[src/armCore_cfg.svh]
`ifndef ARMCORE_CFG_SVH
`define ARMCORE_CFG_SVH

// Datapath sizes
`define DATA_W      32
`define REG_ADDR_W  4
`define NUM_REGS    16
`define INSTR_W     32

// Instruction fields
// Bit 25 picks the rotated immediate for operand B
`define IMM_BIT     25
`define OPC_HI      24
`define OPC_LO      21
`define RN_HI       19
`define RN_LO       16
`define RD_HI       15
`define RD_LO       12
// Rotate count, value is turned right by twice this
`define ROT_HI      11
`define ROT_LO      8
`define IMM8_HI     7
`define RM_HI       3

// Data-processing opcodes kept by the core
`define OP_AND  4'b0000
`define OP_EOR  4'b0001
`define OP_SUB  4'b0010
`define OP_RSB  4'b0011
`define OP_ADD  4'b0100
`define OP_ORR  4'b1100
`define OP_MOV  4'b1101
`define OP_BIC  4'b1110
`define OP_MVN  4'b1111

`endif

[src/corePkg.sv]
`include "armCore_cfg.svh"

package corePkg;

  typedef logic [`DATA_W-1:0]       wordT;     // One register or ALU word
  typedef logic [`REG_ADDR_W-1:0]   regAddrT;  // r0..r15
  typedef logic [`INSTR_W-1:0]      instrT;
  typedef logic [`OPC_HI-`OPC_LO:0] opcodeT;   // Bits 24:21 of the instruction

  // Decode to execute
  // Source indices travel along so execute can match them against writeback
  typedef struct packed {
    opcodeT  opcode;
    regAddrT rd;      // Destination
    regAddrT rn;      // Operand A source
    regAddrT rm;      // Operand B source when not immediate
    logic    useImm;  // Operand B came from the rotated immediate
    wordT    opA;     // Rn as read in decode
    wordT    opB;     // Rm read or rotated immediate
  } execBundleT;

  // Retired result, also the register file write
  typedef struct packed {
    regAddrT rd;
    wordT    data;
  } resultT;

endpackage

[src/regFile.sv]
`include "armCore_cfg.svh"

module regFile import corePkg::*; (
  input  logic    clk,
  input  logic    rst,
  input  regAddrT rnAddr,
  input  regAddrT rmAddr,
  output wordT    rnData,
  output wordT    rmData,
  input  logic    regWe,
  input  resultT  wrResult
);

  wordT regs [`NUM_REGS];  // All sixteen general purpose, no PC alias

  // Single write port, driven by the result handshake
  always_ff @(posedge clk) begin
    if (rst) begin
      for (int i = 0; i < `NUM_REGS; i++) begin
        regs[i] <= '0;
      end
    end else if (regWe) begin
      regs[wrResult.rd] <= wrResult.data;
    end
  end

  // Write-through on both read ports
  // Decode sees a result retiring in this same cycle
  assign rnData = (regWe && (wrResult.rd == rnAddr)) ? wrResult.data : regs[rnAddr];
  assign rmData = (regWe && (wrResult.rd == rmAddr)) ? wrResult.data : regs[rmAddr];

endmodule

[src/decodeStage.sv]
`include "armCore_cfg.svh"

module decodeStage import corePkg::*; (
  input  logic       clk,
  input  logic       rst,
  input  logic       advance,
  input  logic       inValid,
  input  instrT      inInstr,
  output regAddrT    rnAddr,
  output regAddrT    rmAddr,
  input  wordT       rnData,
  input  wordT       rmData,
  output logic       exValid,
  output execBundleT exBundle
);

  logic                     decValid;  // Decode register occupied
  instrT                    decInstr;
  opcodeT                   opcode;
  logic                     useImm;
  logic [`ROT_HI-`ROT_LO:0] rot;
  logic [`IMM8_HI:0]        imm8;
  wordT                     immZext;
  logic [2*`DATA_W-1:0]     immDbl;   // Two copies so a plain shift rotates
  wordT                     immRot;

  // Nine data-processing ops survive, the rest are dropped here
  function automatic logic opKnown(opcodeT op);
    case (op)
      `OP_AND, `OP_EOR, `OP_SUB, `OP_RSB, `OP_ADD,
      `OP_ORR, `OP_MOV, `OP_BIC, `OP_MVN: opKnown = 1'b1;
      default:                            opKnown = 1'b0;
    endcase
  endfunction

  always_ff @(posedge clk) begin
    if (rst) begin
      decValid <= 1'b0;
    end else if (advance) begin
      decValid <= inValid;  // Bubble when nothing offered
    end
  end

  always_ff @(posedge clk) begin
    if (advance) begin
      decInstr <= inInstr;
    end
  end

  // Field split
  assign opcode = decInstr[`OPC_HI:`OPC_LO];
  assign useImm = decInstr[`IMM_BIT];
  assign rot    = decInstr[`ROT_HI:`ROT_LO];
  assign imm8   = decInstr[`IMM8_HI:0];
  assign rnAddr = decInstr[`RN_HI:`RN_LO];
  assign rmAddr = decInstr[`RM_HI:0];  // Bits 11:4 unused, no shifter

  // ARM immediate, imm8 ROR (2*rot)
  assign immZext = {{(`DATA_W-`IMM8_HI-1){1'b0}}, imm8};
  assign immDbl  = {immZext, immZext} >> {rot, 1'b0};
  assign immRot  = immDbl[`DATA_W-1:0];

  assign exValid = decValid && opKnown(opcode);  // Unknown ops retire nothing

  always_comb begin
    exBundle.opcode = opcode;
    exBundle.rd     = decInstr[`RD_HI:`RD_LO];
    exBundle.rn     = rnAddr;
    exBundle.rm     = rmAddr;
    exBundle.useImm = useImm;
    exBundle.opA    = rnData;
    exBundle.opB    = useImm ? immRot : rmData;  // Operand B select
  end

  // A rotation only moves bits, so the immediate keeps the imm8 bit count
  aImmRotate: assert property (@(posedge clk) disable iff (rst)
    exValid && exBundle.useImm |-> $countones(exBundle.opB) == $countones(imm8))
    else $error("rotated immediate lost or gained bits, imm8 %h rot %0d", imm8, rot);

endmodule

[src/execStage.sv]
`include "armCore_cfg.svh"

module execStage import corePkg::*; (
  input  logic       clk,
  input  logic       rst,
  input  logic       advance,
  input  logic       exValid,
  input  execBundleT exBundle,
  input  logic       resValid,
  input  resultT     resData,
  output logic       wbInValid,
  output resultT     wbInResult
);

  logic       exRegValid;  // Execute register occupied
  execBundleT exReg;
  logic       fwdA;
  logic       fwdB;
  wordT       srcA;
  wordT       srcB;
  wordT       aluOut;

  always_ff @(posedge clk) begin
    if (rst) begin
      exRegValid <= 1'b0;
    end else if (advance) begin
      exRegValid <= exValid;
    end
  end

  always_ff @(posedge clk) begin
    if (advance) begin
      exReg <= exBundle;
    end
  end

  // Forwarding
  // The result waiting in writeback was still in execute when this
  // instruction read its sources, so the register file value is stale
  assign fwdA = resValid && (resData.rd == exReg.rn);
  assign fwdB = resValid && !exReg.useImm && (resData.rd == exReg.rm);  // Never over an imm

  assign srcA = fwdA ? resData.data : exReg.opA;
  assign srcB = fwdB ? resData.data : exReg.opB;

  // ALU, 32-bit wraparound, no flags
  always_comb begin
    case (exReg.opcode)
      `OP_AND: aluOut = srcA & srcB;
      `OP_EOR: aluOut = srcA ^ srcB;
      `OP_SUB: aluOut = srcA - srcB;
      `OP_RSB: aluOut = srcB - srcA;  // Reverse subtract
      `OP_ADD: aluOut = srcA + srcB;
      `OP_ORR: aluOut = srcA | srcB;
      `OP_MOV: aluOut = srcB;         // Rn not used
      `OP_BIC: aluOut = srcA & ~srcB;
      `OP_MVN: aluOut = ~srcB;
      default: aluOut = '0;           // Cannot reach, decode filters
    endcase
  end

  assign wbInValid       = exRegValid;
  assign wbInResult.rd   = exReg.rd;
  assign wbInResult.data = aluOut;

  // Catches payload that entered without a valid decode or reset-time X
  aResultKnown: assert property (@(posedge clk) disable iff (rst)
    wbInValid |-> !$isunknown(wbInResult))
    else $error("execute produced X/Z on a valid result");

endmodule

[src/writebackStage.sv]
module writebackStage import corePkg::*; (
  input  logic   clk,
  input  logic   rst,
  input  logic   wbInValid,
  input  resultT wbInResult,
  output logic   resValid,
  input  logic   resReady,
  output resultT resData,
  output logic   advance,
  output logic   regWe
);

  // Whole pipe moves when the result register is empty or being drained
  // An empty slot here lets bubbles behind it collapse
  assign advance = !resValid || resReady;

  // Register commit happens exactly on the output handshake
  assign regWe = resValid && resReady;

  always_ff @(posedge clk) begin
    if (rst) begin
      resValid <= 1'b0;
    end else if (advance) begin
      resValid <= wbInValid;
    end
  end

  always_ff @(posedge clk) begin
    if (advance) begin
      resData <= wbInResult;  // Held under back-pressure
    end
  end

  // Output stays put while the consumer is stalling
  aHoldStable: assert property (@(posedge clk) disable iff (rst)
    resValid && !resReady |=> resValid && $stable(resData))
    else $error("result changed or dropped while stalled");

endmodule

[src/pipeCore.sv]
module pipeCore import corePkg::*; (
  input  logic   clk,
  input  logic   rst,
  input  logic   inValid,
  output logic   inReady,
  input  instrT  inInstr,
  output logic   resValid,
  input  logic   resReady,
  output resultT resData
);

  regAddrT    rnAddr;
  regAddrT    rmAddr;
  wordT       rnData;
  wordT       rmData;
  logic       exValid;
  execBundleT exBundle;
  logic       wbInValid;
  resultT     wbInResult;
  logic       advance;   // Single pipeline enable from writeback
  logic       regWe;

  assign inReady = advance;  // Accept whenever the pipe moves

  regFile uRegFile (
    .clk      (clk),
    .rst      (rst),
    .rnAddr   (rnAddr),
    .rmAddr   (rmAddr),
    .rnData   (rnData),
    .rmData   (rmData),
    .regWe    (regWe),
    .wrResult (resData)    // Retiring result doubles as write data
  );

  decodeStage uDecode (
    .clk      (clk),
    .rst      (rst),
    .advance  (advance),
    .inValid  (inValid),
    .inInstr  (inInstr),
    .rnAddr   (rnAddr),
    .rmAddr   (rmAddr),
    .rnData   (rnData),
    .rmData   (rmData),
    .exValid  (exValid),
    .exBundle (exBundle)
  );

  execStage uExec (
    .clk        (clk),
    .rst        (rst),
    .advance    (advance),
    .exValid    (exValid),
    .exBundle   (exBundle),
    .resValid   (resValid),   // Forwarding source
    .resData    (resData),
    .wbInValid  (wbInValid),
    .wbInResult (wbInResult)
  );

  writebackStage uWriteback (
    .clk        (clk),
    .rst        (rst),
    .wbInValid  (wbInValid),
    .wbInResult (wbInResult),
    .resValid   (resValid),
    .resReady   (resReady),
    .resData    (resData),
    .advance    (advance),
    .regWe      (regWe)
  );

endmodule

[config.mk]
export PLATFORM = sky130hd
export DESIGN_NAME = pipeCore
export DESIGN_NICKNAME = d
export VERILOG_FILES = /design/src/corePkg.sv /design/src/regFile.sv /design/src/decodeStage.sv /design/src/execStage.sv /design/src/writebackStage.sv /design/src/pipeCore.sv
export VERILOG_INCLUDE_DIRS = /design/src /design/src/src
export SDC_FILE = /design/constraint.sdc
export NUM_CORES = 1
export LEC_CHECK = 0
export BUFFER_PORTS_ARGS = -buffer_cell sky130_fd_sc_hd__buf_2
export CELL_PAD_IN_SITES_DETAIL_PLACEMENT = 1
export CELL_PAD_IN_SITES_GLOBAL_PLACEMENT = 1
export CORE_MARGIN = 10
export CORE_UTILIZATION = 48
export DETAILED_ROUTE_END_ITERATION = 7
export GPL_ROUTABILITY_DRIVEN = 0
export GPL_TIMING_DRIVEN = 1
export PLACE_DENSITY_LB_ADDON = 0.1
export SYNTH_ARGS = -nofsm -noshare
export SYNTH_HDL_FRONTEND = slang
export SYNTH_SLANG_ARGS = --single-unit
[constraint.sdc]
create_clock -name clk -period 6 [get_ports clk]
set_input_delay 0.9 -clock clk [delete_from_list [all_inputs] [get_ports clk]]
set_output_delay 0.9 -clock clk [all_outputs]
set_load 0.01 [all_outputs]
Word level (Yosys, flattened, before mapping)
Memory sizes are Yosys's and may differ from the RTL's. A register that Yosys moved wholly into a read port is not among the register bits.
Cells that the tools add are included.

word-level totals
  bits in registers = 146
  memory bits (writable) = 512
  bits in read-only memories = 16
  latch bits = 0
  output and inout bits = 38
  input bits = 36
  word-level logic and storage cells = 65
  memories kept = 2

operators by class
  reduce and logical (&&, ||, !) cells = 12
  bitwise gates (word level) = 5
  multipliers = 0
  add/subtract/negate cells = 3
  muxes and demuxes = 17
  order comparisons = 0
  equal/unequal tests = 12
  div/mod/pow operators = 0
  shift-type cells = 1

memory list
  memory           depth  bits a word  rd ports  clocked after memory_dff  write ports  line               RTL
  uRegFile.regs    16     32           2         2                         16           regFile.sv:14      wordT regs [`NUM_REGS];
  (no name shown)  16     1            1         1                         0            decodeStage.sv:29  case (op)

operators by type and width
  cell                                                                    number
  32-bit one-hot mux with 9 select lines                                  1
  32-bit two-way mux                                                      6
  32-bit AND                                                              2
  32-bit subtractor                                                       2
  40-bit by 5-bit right shift with 32-bit output                          1
  32-bit adder                                                            1
  32-bit inverter                                                         1
  32-bit OR                                                               1
  32-bit OR reduction                                                     1
  32-bit XOR                                                              1
  4-bit equality test                                                     4
  4-bit equality test (second input constant)                             4
  4-bit two-way mux                                                       4
  4-bit by 2-bit equality test with 1-bit output (second input constant)  2
  1-bit logical AND                                                       7
  1-bit two-way mux                                                       6
  4-bit by 1-bit equality test with 1-bit output (second input constant)  1
  4-bit by 3-bit equality test with 1-bit output (second input constant)  1
  4-bit zero test                                                         1
  1-bit zero test                                                         2
  1-bit logical OR                                                        1

Depth between registers and ports, before layout
Gate-level depths: netlist of the first run.

  word-level depth = 7
  mapped depth = 23
  depth with buffers taken out = 21

Hierarchy
A second synthesis of the first run with hierarchy kept.

second synthesis, totals
  cells, all modules = 3159
  area total of the unflattened synthesis = 40328.7 um2

modules (own cells, without submodules)
  module          sequential area each (um2)  area an instance (um2)  times used  cells each
  regFile         15374.7                     27345.0                 1           1766
  execStage       2452.4                      9668.0                  1           1141
  decodeStage     790.8                       2180.8                  1           211
  writebackStage  1101.1                      1134.8                  1           41

Worst setup path before layout of the first run
OpenSTA, ideal clock, no wires.

  path kind = input port to output port
  start = in resReady
  end = out inReady
  data required time = 5.100 ns
  cell stages on the path = 3
  setup slack = -0.062 ns
  path buffers = 1
  arrival = 5.162 ns
  cell sequence = nor2b_1 inv_1 clkbuf_1

between the ends
  longest elaborated chain between the ends = 1

RTL lines
  what                line                  RTL
  start: declaration  pipeCore.sv:8         input logic resReady,
  1-bit logical OR    writebackStage.sv:15  assign advance = !resValid || resReady;
  end: declaration    pipeCore.sv:5         output logic inReady,

No other way between the ends.

Worst setup path in the final report of the first run
  start = reg, netlist name uWriteback.resData[32]
  end = reg, netlist name uWriteback.resData[28]

between the ends
  longest elaborated chain between the ends = 6
  elaborated cells on any way between the ends = 15
  those cells by class = add/sub: 3; eq/ne: 2; mux: 3; bitwise: 5; reduce/logical: 2

RTL lines
  what                                                                  line             RTL
  parallel branches: the longest is 5 deep, another holds 32-bit adder  n/a
  32-bit one-hot mux with 9 select lines *                              execStage.sv:48  case (exReg.opcode)
  named net uExec.aluOut[28]                                            execStage.sv:21  wordT aluOut;

Mark *: on every way through the listed nets, which the timed path passes.
A chain may end at the register's enable or synchronous reset.

==> results of run 1 <==
registers in the layout, summed over array words and instances, names as in the netlist, named ones only:
| register | flops |
|---|---|
| uRegFile.regs | 512 |
| uExec.exReg | 77 |
| uWriteback.resData | 36 |
| uDecode.decInstr | 25 |
| uExec.wbInResult | 4 |
| uDecode.decValid | 1 |
| uExec.wbInValid | 1 |
| uWriteback.resValid | 1 |
stage by stage:
step | std cells | area [µm²] | utilization | setup TNS, ps
finish | 4233 | 44630 | 0.5349 | 0
global route | 4232 | 44620 | 0.5349 | 0
CTS | 4232 | 44610 | 0.5348 | 0
detailed placement | 4087 | 42030 | 0.5038 | 0
global placement | 4087 | 42030 | 0.5038 | -24.92
floorplan | 3101 | 40330 | - | 0
kinds of logic after synthesis:
family,count (synthesis),synth area share
fa+ha+maj,101,0.03171
mux,465,0.2159
xor+xnor,117,0.02578
simple gates,970,0.1332
buf+inv,369,0.03493
compound gates,413,0.06553
flops,666,0.4929
metal layers:
layer | vias up | wire [µm]
met4 | 2 | 5748
li1 | 11720 | -
met2 | 1338 | 68840
met3 | 318 | 10900
met1 | 14420 | 53910
met5 | - | 11
synthesized netlist by cell type, drive strengths merged, types with 10 or more instances:
master  count  area, µm²
a21o       16      120.1
a21oi     122      610.6
a31oi      14      87.58
and2      502       3143
and3       13      81.33
buf        45      192.7
clkbuf    217      814.5
dfxtp      12      240.2
edfxtp    654      19640
ha         99       1239
inv       107      401.6
mux2       39      439.2
mux2i     106       1061
mux4      320       7207
nand2     147      559.3
nand2b     16      100.1
nand3      26      130.1
nor2      117      439.2
nor2b      16      100.1
nor3       54      286.5
nor4       17      106.4
o211ai     12      90.09
o21ai      89      445.4
o21bai     10      75.07
o221ai     20      175.2
o22ai      47      294.0
or2        22      137.6
or3        13      81.33
xnor2      93      822.0
xor2       24      217.7
worst register-to-register path, stage by stage (launching register included):
cell and delay, ps:
edfxtp_1 530, inv_1 270, o2111a_1 250, nand3_2 370, buf_12 340, mux2i_1 460
ha_1 400, or4_1 560, nor2_1 370, o2111ai_1 260, nand3_1 340, o21ai_0 200
a31oi_1 410, a2111oi_0 220, a41oi_1 230, o211ai_1 160
how the worst max path moves through the flow:
stage / from / endpoint / slack, ps / depth (start not counted)
floorplan: uWriteback.resData[32] / uWriteback.resData[31] / 1260 / 19
global placement: uWriteback.resData[35] / uWriteback.resData[31] / -20 / 21
detailed placement: uWriteback.resData[32] / uWriteback.resData[31] / 60 / 17
CTS: uWriteback.resData[35] / uWriteback.resData[31] / 40 / 18
global route: uWriteback.resData[35] / uWriteback.resData[31] / 40 / 20
finish: uWriteback.resData[32] / uWriteback.resData[28] / 350 / 15
report_power, final:
part | leakage, nW | total (mW) | internal, mW | switching, mW
combinational | 8.88 | 3.27 | 1.25 | 2.02
sequential | 6.98 | 5.79 | 5.40 | 0.388
clock | 1.25 | 4.88 | 2.88 | 2.00
total | 17.1 | 13.9 | 9.54 | 4.40
final cells by class:
type	count	area, µm²
diodes	1	2.502
inverters	107	406.6
clock inverters	40	422.9
fillers	8219	38800
well taps	1080	1351
flip-flops and latches	666	19900
multi-input cells	2066	19210
repair buffers	168	1171
clock buffers	105	2160
==> metrics.yaml, run 1 <==
status: "finished clean"
nets: 3225
ant_nets: 0
cp.arrival_ps: 5970
grt_use_met1: 0.3761
grt_usage: 0.2912
cts.sinks: 666
post_cts_buffers: 0
most-common-layout-cells: "edfxtp_1 (654), and2_1 (501), mux4_2 (320)"
dr.first_iter.drc_count: 2673
initial_core_util: 0.4834
antenna_found_initial: 5
crit_family: "compound AO/OA/AOI/OAI gates"
period_share: 0.9421
wl_per_cell_um: 32.93
synth_edf_count: 654
die_area_mm2: 0.09601
pin_count: 74
syn_inst: 3101
core-area_mm2: 0.08342
crit_slowest_cell: "or4_1"
grt_pass1_wl_mm: 202.9
grt_use_met3: 0.03831
die_h_um: 309.9
holdPathEnd: "uExec.wbInResult[33]"
gr-usage-met2: 0.4933
r2r-start: "uWriteback.resData[32]"
hp-start: "uDecode.decInstr[13]"
slew_headroom: 0.2746
gr-max-usage-layer: "met2"
drv_cap: 0
area_growth_pct: 10.66
dr.pass1.iters: 5
insertion_delay_ps: 630
hp-class: "reg -> reg"
period_minus_slack_ps: 5653
fin_ws_ps: 347.4
max_stage_delay_ps: 560
dp_hpwl_mm: 88.48
worstSetupPathType: "reg -> reg"
path_cells: "inv_1, o2111a_1, nand3_2, buf_12, mux2i_1, ha_1, or4_1, nor2_1, o2111ai_1, nand3_1, o21ai_0, a31oi_1, a2111oi_0, a41oi_1, o211ai_1"
grt_setup_unrepaired: "false"
synthArstFlopShare: 0
timing.critical_path.buf_inv: 2
drive_gt1_frac: 0.2249
drt-total-wl_mm: 139.4
grt_max_degree: 156
final_common_cell: "edfxtp_1"
finClkSkew_ps: 24.43
synthFlopType: "edfxtp_1"
clk_pin_slew_ps: 60
first_global_vias: 29320
p_total_mw: 13.94
peakVddDrop_mv: 0.2201
crit_path_max_fanout: 12
cts_tree: "built"
grt_overflow: 0
post-route-drc-count: 0
cp-start-kind: "register"
crit_path_end_kind: "register"
pre_cts_ws_ps: 63.63
die_w_um: 309.9
vias: 27790
syn_avg_cell_area_um2: 13.01
cp.required_ps: 6320
whs_ps: 418.3
core.rowCount: 106
syn_nets: 3238
cts_htree_levels: 3
ys_ff_latch: 666
io_buffers: 66
ys.warnings.count: 0
fmax_mhz: 176.9
hold_viol: 0
worstMarginPinSlew_ps: 1082
cts_root_buffer: "clkbuf_16"
finalSetupViolCount: 0
hold_buffers: 0
ys_seq_area_frac: 0.4929
powerDensity_mw_per_mm2: 312.4
finalMaxSlewViolations: 0
whs_path_depth: 0
cts_buffer_depth: 3
r2r_cells: 15
netlist_area_mm2: 0.04033
cts_buffers: 79
timing.rr.end: "uWriteback.resData[28]"
ff2ff_setup_slack_ps: 350
synth.distinct_cells: 78
routed_via_density: 6.565
leakage_nw: 17.11
cts_resized: 0
Note: power is estimated with default switching activity, not from simulation.
==> inputs of run 2 (changes only) <==
- CELL_PAD_IN_SITES_DETAIL_PLACEMENT: 1 -> 0
==> metrics.yaml, run 2 (synthesized netlist as in run 1, its figures left out) <==
powerDensity_mw_per_mm2: 307.8  # -1.5%
r2r-start: "uWriteback.resData[32]"
initial_core_util: 0.4834  # unchanged
grt_overflow: 0  # unchanged
fillers: 6972  # -15%
area_growth_pct: 10.42
crit_path_max_fanout: 12  # unchanged
peakVddDrop_mv: 0.2134  # -3.0%
hp-start: "uExec.wbInResult[35]"
period_share: 0.9352  # -0.006866
clk_pin_slew_ps: 60  # about the same
core.rowCount: 106  # unchanged
cp-start-kind: "register"
cts_buffer_depth: 3  # unchanged
r2r_cells: 15  # unchanged
highest_layer: "met4"
timing.rr.end: "uWriteback.resData[28]"
ff2ff_setup_slack_ps: 390  # +40 ps
cp.required_ps: 6320  # about the same
design_area_mm2: 0.04453  # -0.21%
first_global_vias: 27460  # -6.3%
status: "finished clean"
worstMarginPinSlew_ps: 1114  # +31.30 ps
ant_nets: 0  # unchanged
nets: 3224  # -0.031%
die_w_um: 309.9  # unchanged
most-common-layout-cells: "edfxtp_1 (654), and2_1 (501), mux4_2 (320)"
dr.pass1.iters: 6  # +1
whs_path_depth: 0  # unchanged
cts_root_buffer: "clkbuf_16"
dr.first_iter.drc_count: 3218  # +20%
insertion_delay_ps: 630  # about the same
antenna_found_initial: 4  # -1
reg_top3: "uRegFile.regs: 512 flops, uExec.exReg: 77 flops, uWriteback.resData: 36 flops"
drv_cap: 0  # unchanged
path_cells: "inv_1, o2111a_1, nand3_2, buf_12, mux2i_1, ha_1, or4_1, nor2_1, o2111ai_1, nand3_1, o21ai_0, a31oi_1, a2111oi_0, a41oi_1, o211ai_1"
wl_met3_mm: 11.04  # +1.3%
finalSetupViolCount: 0  # unchanged
slew_headroom: 0.2568  # -0.01773
drive_gt1_frac: 0.2261  # +0.001137
wl_per_cell_um: 31.47  # -4.4%
crit_family: "compound AO/OA/AOI/OAI gates"
post-route-drc-count: 0  # unchanged
hp-class: "reg -> reg"
die_area_mm2: 0.09601  # unchanged
dp_hpwl_mm: 83.50  # -5.6%
period_minus_slack_ps: 5611  # -41.20 ps
grt_pass1_wl_mm: 191.1  # -5.8%
cp.depth: 15  # unchanged
timing.critical_path.buf_inv: 2  # unchanged
final_common_cell: "edfxtp_1"
hold_buffers: 0  # unchanged
crit_slowest_cell: "or4_1"
cts_buffers: 78  # -1.3%
grt_usage: 0.2760  # -0.01525
wl_met2_mm: 65.24  # -5.2%
worstSetupPathType: "reg -> reg"
largest_register_ff_count: 512  # unchanged
holdPathEnd: "uWriteback.resData[35]"
wl_met1_mm: 51.96  # -3.6%
grt_max_degree: 156  # unchanged
routed_via_density: 6.449  # -1.8%
vias: 27250  # -1.9%
finalMaxSlewViolations: 0  # unchanged
cp.arrival_ps: 5930  # -40 ps
leakage_nw: 17.07  # -0.26%
grt_setup_unrepaired: "false"
pin_count: 74  # unchanged
core-area_mm2: 0.08342  # unchanged
cts_tree: "built"
cts_htree_levels: 3  # unchanged
whs_ps: 419.0  # +0.7650 ps
max_stage_delay_ps: 560  # about the same
die_h_um: 309.9  # unchanged
crit_path_end_kind: "register"
top_register: "uRegFile.regs"
placed_area_mm2: 0.04203  # unchanged
drt-total-wl_mm: 133.0  # -4.6%
hold_viol: 0  # unchanged
io_buffers: 66  # unchanged
finClkSkew_ps: 34.21  # +9.781 ps
cts.sinks: 666  # unchanged
fmax_mhz: 178.2  # +0.73%
post_cts_buffers: 0  # unchanged
==> run 2: report_power, final <==
group	internal (mW)	total [mW]	switching, mW
clock	2.73	4.71	1.98
combinational	1.25	3.22	1.97
sequential	5.40	5.78	0.377
==> run 2: how the worst max path moves through the flow <==
stage                                       from                     end  slack [ps]
final                     uWriteback.resData[32]  uWriteback.resData[28]         390
after global routing      uWriteback.resData[35]  uWriteback.resData[31]          30
after CTS                 uWriteback.resData[32]  uWriteback.resData[31]         130
after detailed placement  uWriteback.resData[32]  uWriteback.resData[31]         -40
after global placement    uWriteback.resData[35]  uWriteback.resData[31]         -20
after floorplan           uWriteback.resData[32]  uWriteback.resData[31]        1260
==> run 2: final cells by class <==
type	count	area, µm²	share of cell area
Timing Repair Buffer	168	1171	0.02630
Tap cell	1080	1351	0.03034
Multi-Input combinational cell	2066	19210	0.4314
Clock buffer	96	2125	0.04771
Sequential cell	666	19900	0.4468
Clock inverter	42	364.1	0.008176
Inverter	107	406.6	0.009131
Antenna cell	1	2.502	0.00005619
==> run 2: routing by layer <==
metal / GRT usage / up-vias
met3: 0.04090 / 258
li1: - / 11720
met2: 0.4624 / 1316
met4: 0.1008 / 0
met1: 0.3627 / 13960
met5: 0 / -
==> run 2: through the flow <==
step | setup WS [ps] | cells | TNS, ps | utilization | power, mW
2_1_floorplan | 1258 | 3101 | 0 | - | 7.873
3_3_place_gp | -24.92 | 4087 | -24.92 | 0.5038 | 8.976
3_5_place_dp | -41.85 | 4087 | -41.85 | 0.5038 | 9.026
4_1_cts | 131.3 | 4225 | 0 | 0.5337 | 13.71
5_1_grt | 27.44 | 4225 | 0 | 0.5338 | 14.23
6_report | 388.6 | 4226 | 0 | 0.5338 | 13.71
==> run 2: worst register-to-register path, delay by kind of cell, from the launching register on <==
family	cells	cell delay [ps]
simple gates	4	1630
compound gates	7	1710
fa+ha+maj	1	410
buf+inv	2	600
mux	1	460
flops	1	520
==> run 2: timing repair <==
| action | CTS | global route |
|---|---|---|
| resized for setup | 1 | 2 |
| setup endpoints to repair | 1 | 1 |
| endpoints found under the hold margin | 0 | 0 |
==> inputs of run 3 (changes only) <==
- CORE_MARGIN: 10 -> 1
==> metrics.yaml, run 3 (synthesized netlist as in run 1, its figures left out) <==
grt_max_degree: 91  # -42%
post-route-drc-count: 0  # unchanged
top_register: "uRegFile.regs"
r2r_cells: 16  # +1
fin_ws_ps: 512.3  # +123.7 ps
p_total_mw: 13.80  # +0.67%
cp.arrival_ps: 5870  # -60 ps
clk_pin_slew_ps: 60  # about the same
placed_area_mm2: 0.04200  # about the same
worstSetupPathType: "reg -> reg"
die_w_um: 291.9  # -5.8%
crit_start: "uWriteback.resData[32]"
period_minus_slack_ps: 5488  # -123.7 ps
period_share: 0.9146  # -0.02062
die_area_mm2: 0.08518  # -11%
timing.critical_path.buf_inv: 3  # +1
initial_core_util: 0.4880  # +0.004604
io_buffers: 66  # unchanged
crit_path_max_fanout: 36  # +24
final_common_cell: "edfxtp_1"
antenna_found_initial: 4  # unchanged
nets: 3224  # unchanged
cts.sinks: 666  # unchanged
cts_tree: "built"
r2r-start: "uWriteback.resData[32]"
hp-class: "reg -> reg"
vias: 27340  # +0.31%
routed_via_density: 6.478  # +0.45%
ant_nets: 0  # unchanged
cts_buffers: 78  # unchanged
core-area_mm2: 0.08264  # -0.94%
hold_viol: 0  # unchanged
status: "finished clean"
fmax_mhz: 182.2  # +2.3%
dp_hpwl_mm: 82.98  # -0.62%
dr.first_iter.drc_count: 2957  # -8.1%
cts_htree_levels: 3  # unchanged
slew_headroom: 0.2121  # -0.04475
insertion_delay_ps: 650  # +20 ps
crit_end: "uWriteback.resData[28]"
grt_overflow: 0  # unchanged
most-common-layout-cells: "edfxtp_1 (654), and2_1 (501), mux4_2 (320)"
drive_gt1_frac: 0.2244  # -0.001629
powerDensity_mw_per_mm2: 309.5  # +0.54%
grt_usage: 0.3070  # +0.03102
path_cells: "buf_4, inv_1, a21oi_1, nand3_2, buf_12, mux2i_1, ha_1, or4_1, nor2_1, o2111ai_1, nand3_1, o21ai_0, a31oi_1, a2111oi_0, a41oi_1, o211ai_1"
crit_family: "compound AO/OA/AOI/OAI gates"
drv_cap: 0  # unchanged
finalMaxSlewViolations: 0  # unchanged
finClkSkew_ps: 46.92  # +12.71 ps
cts_buffer_depth: 3  # unchanged
ff2ff_setup_slack_ps: 510  # +120 ps
max_stage_delay_ps: 670  # +110 ps
cp.depth: 16  # +1
finalSetupViolCount: 0  # unchanged
worstMarginPinSlew_ps: 1182  # +68.33 ps
leakage_nw: 17.11  # +0.25%
wl_per_cell_um: 30.83  # -2.0%
cts_root_buffer: "clkbuf_16"
final.setup.tns_ps: 0  # unchanged
timing.rr.end: "uWriteback.resData[28]"
grt_setup_unrepaired: "false"
crit_path_end_kind: "register"
antennaDiodeCount: 0  # -1
crit_slowest_cell: "mux2i_1"
die_h_um: 291.9  # -5.8%
fillers: 6854  # -1.7%
area_growth_pct: 10.56
core.rowCount: 105  # -0.94%
dr.pass1.iters: 5  # -1
cp.required_ps: 6390  # +70 ps
pin_count: 74  # unchanged
cp-start-kind: "register"
reg_top3: "uRegFile.regs: 512 flops, uExec.exReg: 77 flops, uWriteback.resData: 36 flops"
largest_register_ff_count: 512  # unchanged
design_area_mm2: 0.04459  # +0.12%
drt-total-wl_mm: 130.1  # -2.2%
first_global_vias: 27200  # -0.95%
peakVddDrop_mv: 0.1889  # -12%
pre_cts_ws_ps: 466.1  # +507.9 ps
grt_pass1_wl_mm: 187.6  # -1.8%
-- run 3: cell types whose count changed in the layout (fill, tap and decap cells not counted), sizes merged --
cell      delta
bufinv       +1
clkbuf       +6
clkinv       +4
clkinvlp     -5
diode        -1
inv          -1
-- run 3: timing repair --
item | in CTS | in global routing
hold buffers | 0 | 0
setup buffers | 0 | 0
endpoints found under the setup margin | 0 | 1
resized for setup | 0 | 1
-- run 3: layer usage --
metal	share of wire	up-vias	global-route usage
met5	0	-	0
met4	0.037	0	0.1092
met3	0.077	284	0.04255
met2	0.49	1304	0.5193
met1	0.39	14010	0.4052
li1	-	11740	-
-- run 3: area by class of cell --
type                    count  area, µm²  area share
well taps                1070       1339     0.03003
flip-flops and latches    666      19900      0.4463
repair buffers            168       1159     0.02598
multi-input cells        2066      19200      0.4306
inverters                 107      406.6    0.009120
clock inverters            41      459.2     0.01030
clock buffers             102       2125     0.04765
-- run 3: where the power goes --
group	total (mW)	switching [mW]	internal, mW	leakage (nW)
registers	5.80	0.397	5.40	6.98
logic	3.18	1.94	1.25	8.88
clock network	4.81	2.03	2.78	1.25
total	13.8	4.36	9.44	17.1
-- run 3: metrics by stage --
step                      instances  hold WS (ps)    util
after floorplan                3101         400.3       -
after global placement         4077         403.6  0.5083
after detailed placement       4077         412.4  0.5083
after CTS                      4220         399.7  0.5395
after global routing           4220         408.3  0.5396
final                          4220         422.9  0.5396
-- run 3: worst reg2reg max path, stage by stage (launching register included) --
cell and delay, ps:
edfxtp_1 400, buf_4 170, inv_1 250, a21oi_1 130, nand3_2 110, buf_12 260, mux2i_1 700, ha_1 450
or4_1 580, nor2_1 370, o2111ai_1 310, nand3_1 340, o21ai_0 210, a31oi_1 430, a2111oi_0 190, a41oi_1 230
o211ai_1 100
-- run 3: worst min path at each step --
| stage | start | endpoint | slack, ps | depth (start not counted) |
|---|---|---|---|---|
| after floorplan | uDecode.decInstr[12] | uExec.wbInResult[32] | 400 | 0 |
| final | uDecode.decInstr[13] | uExec.wbInResult[33] | 420 | 0 |
| after global placement | uDecode.decInstr[13] | uExec.wbInResult[33] | 400 | 0 |
| after detailed placement | uDecode.decInstr[13] | uExec.wbInResult[33] | 410 | 0 |
| after global routing | inInstr[14] | uDecode.decInstr[14] | 410 | 1 |
| after CTS | inInstr[12] | uDecode.decInstr[12] | 400 | 1 |
